[src/verilog/intr_types_pkg.sv]
package intr_types_pkg;

  // Request side sizes for the interrupt vector generator.
  localparam int num_req    = 16;  // total request lines, 15 down to 0.
  localparam int group_size = 8;   // lines per priority group.
  localparam int vec_w      = 3;   // width of a line index within a group.

  // One bit per request line, active high.
  typedef logic [num_req-1:0] req_t;  // full request word, bit n is line n.

  // Half of the request word, as seen by one encoder.
  typedef logic [group_size-1:0] group_req_t;  // bit 7 has the highest priority.

  // Line index within a group.
  typedef logic [vec_w-1:0] vec_t;  // 7 is the highest line of the group.

  // Encoder result and held copy of it.
  typedef struct packed {
    logic det;  // at least one line of the group is pending.
    vec_t vec;  // index of the highest pending line, zero when det is low.
  } held_vec_t;

  // The encoder and the hold register both rely on these widths lining up.
  // A group must fit its index in vec_w bits.
  // The high and low groups together cover the whole request word.

endpackage

[src/verilog/intr_bus_pkg.sv]
package intr_bus_pkg;

  // Which of the two status registers a bus access or read points at.
  typedef enum logic {
    sel_lo = 1'b0,  // low group, lines 7 to 0.
    sel_hi = 1'b1   // high group, lines 15 to 8.
  } group_sel_t;

  // Status register of one group, as seen by the CPU.
  typedef struct packed {
    logic                 enable;  // group may raise its above flag.
    intr_types_pkg::vec_t level;   // current level, only higher vectors pass.
  } level_reg_t;

  // Write strobe with target and data, all in one cycle.
  typedef struct packed {
    logic       wr;    // write strobe, acted on at the next rising edge.
    group_sel_t sel;   // target status register.
    level_reg_t data;  // new enable and level.
  } bus_wr_t;

  // A read returns a level_reg_t, so the read data word has the same
  // layout as the register and needs no type of its own.
  // The bus decoder that builds bus_wr_t lives outside this block.
  // Bit order of level_reg_t is enable on top, level below it.

endpackage

[src/verilog/req_priority.sv]
`timescale 1ns/10ps

module req_priority (
  input  intr_types_pkg::group_req_t req,  // eight request lines of one group.
  output intr_types_pkg::held_vec_t  held  // detect flag and winning index.
);

  import intr_types_pkg::*;

  // Scan from the top line down, the first set bit wins.
  always_comb begin
    held = '0;  // nothing pending gives det low and a zero vector.
    for (int i = group_size - 1; i >= 0; i--) begin
      if (req[i] && !held.det) begin  // first hit seen from the top.
        held.det = 1'b1;              // mark the group as pending.
        held.vec = vec_t'(i);         // index of the highest pending line.
      end
    end
  end

  // A detected vector must point at a set line with nothing set above it.
  // The shift drops all lines below vec, so only bit 0 may remain.
  always_comb begin
    if (held.det) begin
      assert final ((req >> held.vec) == group_req_t'(1))  // winner is the highest line.
      else $error("encoder picked line %0d for request %b", held.vec, req);
    end else begin
      assert final (req == '0)  // det low only for an idle group.
      else $error("encoder missed a pending line in request %b", req);
    end
  end

  // The high group instance sees lines 15 to 8 as its bits 7 to 0.
  // The low group instance sees lines 7 to 0 directly.
  // Neither instance knows which group it serves, the top level does.

endmodule

[src/verilog/vector_hold.sv]
`timescale 1ns/10ps

module vector_hold (
  input  logic                      mclk,     // system clock.
  input  logic                      reset,    // synchronous, active high.
  input  logic                      sample,   // capture strobe for both groups.
  input  intr_types_pkg::held_vec_t hi_next,  // live encoder result, high group.
  input  intr_types_pkg::held_vec_t lo_next,  // live encoder result, low group.
  output intr_types_pkg::held_vec_t hi_held,  // held result, high group.
  output intr_types_pkg::held_vec_t lo_held   // held result, low group.
);

  // The held vectors stay steady between sample strobes so that an
  // acknowledge in progress is not disturbed by new requests.
  always_ff @(posedge mclk) begin
    if (reset) begin
      hi_held <= '0;  // no pending line after reset.
      lo_held <= '0;  // same for the low group.
    end else if (sample) begin
      hi_held <= hi_next;  // both groups are captured in the same cycle.
      lo_held <= lo_next;  // so the two held values always belong together.
    end
  end

  // The encoder drives a zero vector when nothing is pending, and the
  // hold register must keep that pairing across every capture.
  property p_idle_vec_zero(held_vec_t_det, held_vec_t_vec);
    @(posedge mclk) disable iff (reset)
      !held_vec_t_det |-> (held_vec_t_vec == '0);
  endproperty

  a_hi_idle_vec: assert property (p_idle_vec_zero(hi_held.det, hi_held.vec))
    else $error("high group held vec %0d with det low", hi_held.vec);  // pairing lost.

  a_lo_idle_vec: assert property (p_idle_vec_zero(lo_held.det, lo_held.vec))
    else $error("low group held vec %0d with det low", lo_held.vec);  // pairing lost.

endmodule

[src/verilog/level_status.sv]
`timescale 1ns/10ps

module level_status (
  input  intr_types_pkg::held_vec_t hi_held,   // held high group vector.
  input  intr_types_pkg::held_vec_t lo_held,   // held low group vector.
  input  logic                      mclk,      // system clock.
  input  logic                      reset,     // synchronous, active high.
  input  intr_bus_pkg::bus_wr_t     bus_wr,    // CPU write to a status register.
  input  logic                      grant_hi,  // load high level from hi_held.
  input  logic                      grant_lo,  // load low level from lo_held.
  input  logic                      rd_en,     // read enable, gates rd_data.
  input  intr_bus_pkg::group_sel_t  rd_sel,    // register picked by a read.
  output logic                      hi_above,  // high vector beats its level.
  output logic                      lo_above,  // low vector beats its level.
  output intr_bus_pkg::level_reg_t  rd_data    // read data, zero when idle.
);

  import intr_types_pkg::*;
  import intr_bus_pkg::*;

  level_reg_t hi_reg;   // high group status register.
  level_reg_t lo_reg;   // low group status register.
  level_reg_t hi_next;  // next value of the high register.
  level_reg_t lo_next;  // next value of the low register.
  logic       hi_wr;    // bus write hits the high register.
  logic       lo_wr;    // bus write hits the low register.

  // Input source of one status register.
  // A bus write wins over a grant, and a grant keeps the enable bit.
  function automatic level_reg_t pick_next(level_reg_t cur, logic wr_hit,
                                           level_reg_t wr_data, logic grant,
                                           vec_t held_vec);
    level_reg_t nxt;
    nxt = cur;                  // hold the current value by default.
    if (wr_hit) begin
      nxt = wr_data;            // CPU write replaces enable and level.
    end else if (grant) begin
      nxt.level = held_vec;     // acknowledged vector becomes the level.
    end
    return nxt;
  endfunction

  // Held vector is pending, the group is enabled and the vector is higher.
  function automatic logic is_above(held_vec_t held, level_reg_t stat);
    return held.det && stat.enable && (held.vec > stat.level);
  endfunction

  assign hi_wr = bus_wr.wr && (bus_wr.sel == sel_hi);  // address decode, high.
  assign lo_wr = bus_wr.wr && (bus_wr.sel == sel_lo);  // address decode, low.

  assign hi_next = pick_next(hi_reg, hi_wr, bus_wr.data, grant_hi, hi_held.vec);
  assign lo_next = pick_next(lo_reg, lo_wr, bus_wr.data, grant_lo, lo_held.vec);

  always_ff @(posedge mclk) begin
    if (reset) begin
      hi_reg <= '0;  // disabled, level zero.
      lo_reg <= '0;  // disabled, level zero.
    end else begin
      hi_reg <= hi_next;  // write, grant or hold.
      lo_reg <= lo_next;  // write, grant or hold.
    end
  end

  // Compare is combinational from the held vectors and the registers.
  assign hi_above = is_above(hi_held, hi_reg);  // high group request level check.
  assign lo_above = is_above(lo_held, lo_reg);  // low group request level check.

  // Read mux, driven to zero while no read is in progress.
  always_comb begin
    rd_data = '0;  // idle bus reads as zero.
    if (rd_en) begin
      rd_data = (rd_sel == sel_hi) ? hi_reg : lo_reg;  // pick the addressed group.
    end
  end

  // The CPU only acknowledges a group that has a sampled request.
  a_grant_hi_det: assert property (@(posedge mclk) disable iff (reset)
    grant_hi |-> hi_held.det)
    else $error("grant_hi with no held high request");  // acknowledge of nothing.

  a_grant_lo_det: assert property (@(posedge mclk) disable iff (reset)
    grant_lo |-> lo_held.det)
    else $error("grant_lo with no held low request");  // acknowledge of nothing.

  // Readback bus must stay quiet between reads.
  a_rd_idle_zero: assert property (@(posedge mclk) disable iff (reset)
    !rd_en |-> (rd_data == '0))
    else $error("rd_data driven while rd_en is low");  // bus contention risk.

endmodule

[src/verilog/intr_vecgen.sv]
`timescale 1ns/10ps

module intr_vecgen (
  input  logic                      mclk,      // system clock.
  input  logic                      reset,     // synchronous, active high.
  input  intr_types_pkg::req_t      req,       // sixteen request lines.
  input  logic                      sample,    // capture strobe for the vectors.
  input  intr_bus_pkg::bus_wr_t     bus_wr,    // CPU write to a status register.
  input  logic                      grant_hi,  // acknowledge of the high group.
  input  logic                      grant_lo,  // acknowledge of the low group.
  input  logic                      rd_en,     // status read enable.
  input  intr_bus_pkg::group_sel_t  rd_sel,    // status register to read.
  output intr_types_pkg::held_vec_t hi_held,   // held high group vector.
  output intr_types_pkg::held_vec_t lo_held,   // held low group vector.
  output logic                      hi_above,  // high group wants service.
  output logic                      lo_above,  // low group wants service.
  output intr_bus_pkg::level_reg_t  rd_data    // status read data.
);

  import intr_types_pkg::*;

  held_vec_t hi_next;  // live encoder output, high group.
  held_vec_t lo_next;  // live encoder output, low group.

  // Lines 15 to 8 form the high group.
  req_priority i_prio_hi (
    .req  (req[num_req-1 -: group_size]),
    .held (hi_next)
  );

  // Lines 7 to 0 form the low group.
  req_priority i_prio_lo (
    .req  (req[group_size-1:0]),
    .held (lo_next)
  );

  // Both groups are captured together on the sample strobe.
  vector_hold i_hold (
    .mclk    (mclk),
    .reset   (reset),
    .sample  (sample),
    .hi_next (hi_next),
    .lo_next (lo_next),
    .hi_held (hi_held),
    .lo_held (lo_held)
  );

  // Status registers, level compare and read port.
  level_status i_status (
    .hi_held  (hi_held),
    .lo_held  (lo_held),
    .mclk     (mclk),
    .reset    (reset),
    .bus_wr   (bus_wr),
    .grant_hi (grant_hi),
    .grant_lo (grant_lo),
    .rd_en    (rd_en),
    .rd_sel   (rd_sel),
    .hi_above (hi_above),
    .lo_above (lo_above),
    .rd_data  (rd_data)
  );

endmodule

[config.mk]
export PLATFORM = sky130hd
export DESIGN_NAME = intr_vecgen
export DESIGN_NICKNAME = d
export VERILOG_FILES = /design/src/verilog/intr_types_pkg.sv /design/src/verilog/intr_bus_pkg.sv /design/src/verilog/req_priority.sv /design/src/verilog/vector_hold.sv /design/src/verilog/level_status.sv /design/src/verilog/intr_vecgen.sv
export SDC_FILE = /design/constraint.sdc
export NUM_CORES = 1
export LEC_CHECK = 0
export ABC_AREA = 1
export BUFFER_PORTS_ARGS = -buffer_cell sky130_fd_sc_hd__buf_2
export CAP_MARGIN = 30
export CORE_MARGIN = 4
export CORE_UTILIZATION = 37
export CTS_BUF_LIST = sky130_fd_sc_hd__clkbuf_8 sky130_fd_sc_hd__clkbuf_16
export DETAILED_ROUTE_END_ITERATION = 8
export PLACE_DENSITY = 0.69
export RECOVER_POWER = 100
export SLEW_MARGIN = 20
export SYNTH_ARGS = -nofsm -noshare
export SYNTH_HDL_FRONTEND = slang
export SYNTH_HIERARCHICAL = 1
export SYNTH_SLANG_ARGS = --single-unit
[constraint.sdc]
create_clock -name mclk -period 2 [get_ports mclk]
set_clock_uncertainty 0.2 [all_clocks]
set_input_delay 0.1 -clock mclk [delete_from_list [all_inputs] [get_ports mclk]]
set_output_delay 0.1 -clock mclk [all_outputs]
set_load 0.02 [all_outputs]
==> impl_metrics.ini <==
[worst_setup_path]
regToRegEndpoint = i_status/lo_reg[0]$_SDFFE_PP0P_
crit_required_ns = 1.70
crit_path_max_delay_family = flip-flops
timing.critical_path.mode_cell = sky130_fd_sc_hd__nand3_1
critical_path.cell_chain = inv_1, ha_1, nand3_1, nand3_1, a21oi_1, clkbuf_1
worstPathArrival_ns = 1.46
crit_start = i_hold/hi_held[0]$_SDFFE_PP0P_
critical_path_class = reg2out
r2r_start = i_hold/lo_held[0]$_SDFFE_PP0P_
worst_r2r_path_depth = 5
crit_path_max_incr_delay_ns = 0.37
crit_cells = 6
critPathSlowestCell = sky130_fd_sc_hd__dfxtp_1
timing.critical_path.fanout_max = 4
crit_path_end = hi_above
setup.worst_path.start_class = flop
setup.reg_to_reg.worst_slack_ns = 0.54
critPathCaptureType = output pin
path_buf_inv = 2

[floorplanning]
chipWidth_um = 63.2
die_area_um2 = 3990
rows = 19
fp.dieH_um = 63.2
start_util_pct = 39.8
top_level_ports = 43
core_um2 = 2830

[timing]
layout_worst_path_cycle_share_pct = 88.1
setup_viol = 0
period_needed_ns = 1.76
timing_worst_slew_pin_value_ns = 0.410
grt_setup_unrepaired = no
setup_ws_ns = 0.237
max_slew_violation_total_from_the_final_report = 0
fmax_mhz = 567
relSlewSlack_pct = 72.7
setup_total_negative_slack_ns = 0
hold_vio_cnt_final = 0

[finish]
layout_common_cells = 41 x sky130_fd_sc_hd__nand2_1, 29 x sky130_fd_sc_hd__inv_1, 26 x sky130_fd_sc_hd__buf_2
flow.area_growth_from_synthesis_pct = 26.3
antenna_cells_inserted = 0
final_common_cell = sky130_fd_sc_hd__nand2_1
finalNetCount = 261
drive_above_1_share_pct = 20.0

[routing]
detail_route.wirelength_um = 2610
wl_met2_um = 1180
avgViaCountPerCell = 4.69
residual_antenna_violating_net_count_after_detailed_routing = 0
detailroute.via_count = 1201
drcViolationCount = 0
maxUsedRoutingLayer = met4
drt-met1-wl_um = 1200
detailedRoute.firstIterationViolations = 103
first_pass_iters = 4
met3RoutedLength_um = 211
avgRoutedWirePerCell_um = 10.2

[placed_design]
numPortBuffers = 42
hpwl_um = 2080
final_estimated_routing_congestion_in_global_placement = 0.868
detailedPlace.worstSlack_ns = 0.568

[cts]
cts.clk_slew.worst_paths_ns = 0.07
number_of_clock_sinks = 16
numCtsBuffers = 3
worst_skew_pair.late_latency_ns = 0.25
tritoncts = yes
cts_max_path_buffers = 2
setup_buffers_after_cts = 0
post_cts_resize_count = 0
htreeDepth = 1
clock_tree.root_cell = sky130_fd_sc_hd__clkbuf_8
cts.hold.buffers_added = 5

[synth]
post_synth_inst_count = 178
sequential_share_of_the_synthesized_area_pct = 28.4
synthesized_nets = 213
yosys.cell_types.count = 19
postSynthRegisterBits = 16
yosys_warnings = 6
post_synth.cell_area_avg_um2 = 6.33
syn_area_um2 = 1130

[power_and_ir_drop]
max-vdd-ir-drop_mv = 0.228
power.leakage_nw = 0.749
pwr_density_cell_nw_per_um2 = 604

[min_path]
whs_path_depth = 5
min_path_type = in2reg

[grt]
grt_antenna_before_repair = 0
grt_pass1_wl_um = 4780
first_global_vias = 1116
grt_start_max_net_pins = 17
grt_overflow_total = 0
grt.total_usage_pct = 14.3

[run]
maxCapViolCount = 0

[status]
outcome = complete, no violations
[final cells by class]
cell class                      instances  area, um^2
Tap cell                               31        38.8
Multi-Input combinational cell        126         648
Sequential cell                        16         320
Timing Repair Buffer                   47         240
Clock buffer                            4        55.1
Fill cell                             294        1410
Inverter                               32         120
[tightest hold or removal path, cell delays in order]
cell and delay, ns:
sky130_fd_sc_hd__buf_2 0.08, sky130_fd_sc_hd__inv_1 0.04, sky130_fd_sc_hd__nand3_1 0.06, sky130_fd_sc_hd__nand2_1 0.04, sky130_fd_sc_hd__a21oi_1 0.10
[synth_stat cells]
| cell | instances | share of area [%] |
|---|---|---|
| sky130_fd_sc_hd__buf_6 | 3 | 3.0 |
| sky130_fd_sc_hd__inv_2 | 1 | 0.33 |
| sky130_fd_sc_hd__nand2_1 | 41 | 14 |
| sky130_fd_sc_hd__dfxtp_1 | 16 | 28 |
| sky130_fd_sc_hd__ha_1 | 6 | 6.7 |
| sky130_fd_sc_hd__nand2_2 | 4 | 2.2 |
| sky130_fd_sc_hd__nor2_4 | 2 | 2.0 |
| sky130_fd_sc_hd__nand2_4 | 1 | 1.0 |
| sky130_fd_sc_hd__o21ai_0 | 4 | 1.8 |
| sky130_fd_sc_hd__inv_1 | 29 | 9.7 |
| sky130_fd_sc_hd__nand3_1 | 22 | 9.8 |
| sky130_fd_sc_hd__clkinv_1 | 2 | 0.67 |
| sky130_fd_sc_hd__nand4_1 | 2 | 1.1 |
| sky130_fd_sc_hd__nor2_1 | 19 | 6.3 |
| sky130_fd_sc_hd__a21oi_1 | 16 | 7.1 |
| sky130_fd_sc_hd__nand3_2 | 2 | 1.8 |
| sky130_fd_sc_hd__nand3b_1 | 2 | 1.3 |
| sky130_fd_sc_hd__buf_1 | 1 | 0.33 |
| sky130_fd_sc_hd__nor2_2 | 5 | 2.8 |
[metal layers]
metal | global-route usage [%] | vias to the layer above
li1 | - | 652
met1 | 18.5 | 504
met2 | 23.3 | 43
met3 | 4.62 | 2
met4 | 3.03 | 0
met5 | 0 | -
[stage by stage]
stage          area, um^2  cells  hold WS [ns]  power, mW  util [%]
6_report             1420    256       0.00945      0.860      50.3
5_1_grt              1420    256        0.0424      0.922      50.3
4_1_cts              1440    256       0.00627      0.875      51.0
3_5_place_dp         1340    247         0.197      0.577      47.3
3_3_place_gp         1340    247         0.183      0.576      47.3
2_1_floorplan        1130    178        0.0519      0.505         -
[worst min path at each step]
| stage | start | endpoint | slack [ns] |
|---|---|---|---|
| 2_1_floorplan | bus_wr[3] | i_status/hi_reg[3]$_SDFFE_PP0P_ | 0.05 |
| 3_3_place_gp | bus_wr[3] | i_status/hi_reg[3]$_SDFFE_PP0P_ | 0.18 |
| 3_5_place_dp | bus_wr[3] | i_status/hi_reg[3]$_SDFFE_PP0P_ | 0.20 |
| 4_1_cts | grant_hi | i_status/hi_reg[0]$_SDFFE_PP0P_ | 0.006 |
| 5_1_grt | bus_wr[5] | i_status/lo_reg[3]$_SDFFE_PP0P_ | 0.04 |
| 6_report | bus_wr[0] | i_status/hi_reg[0]$_SDFFE_PP0P_ | 0.009 |
[cell families (layout without fill, tap and decap cells)]
kind of cell               Yosys count  count (layout)  share of synthesized area (%)
AOI/OAI and AO/OA                   20              20                           8.89
adders and majority gates            6               6                           6.67
buffers and inverters               36              83                           14.0
DFF                                 16              16                           28.4
and+or+nand+nor                    100             100                           42.0
[power by group]
| part | total (mW) | switching (mW) | internal (mW) |
|---|---|---|---|
| Sequential | 0.363 | 0.0206 | 0.342 |
| Clock | 0.287 | 0.112 | 0.175 |
| Combinational | 0.210 | 0.127 | 0.0836 |
Power figures use the tool's default switching activity.
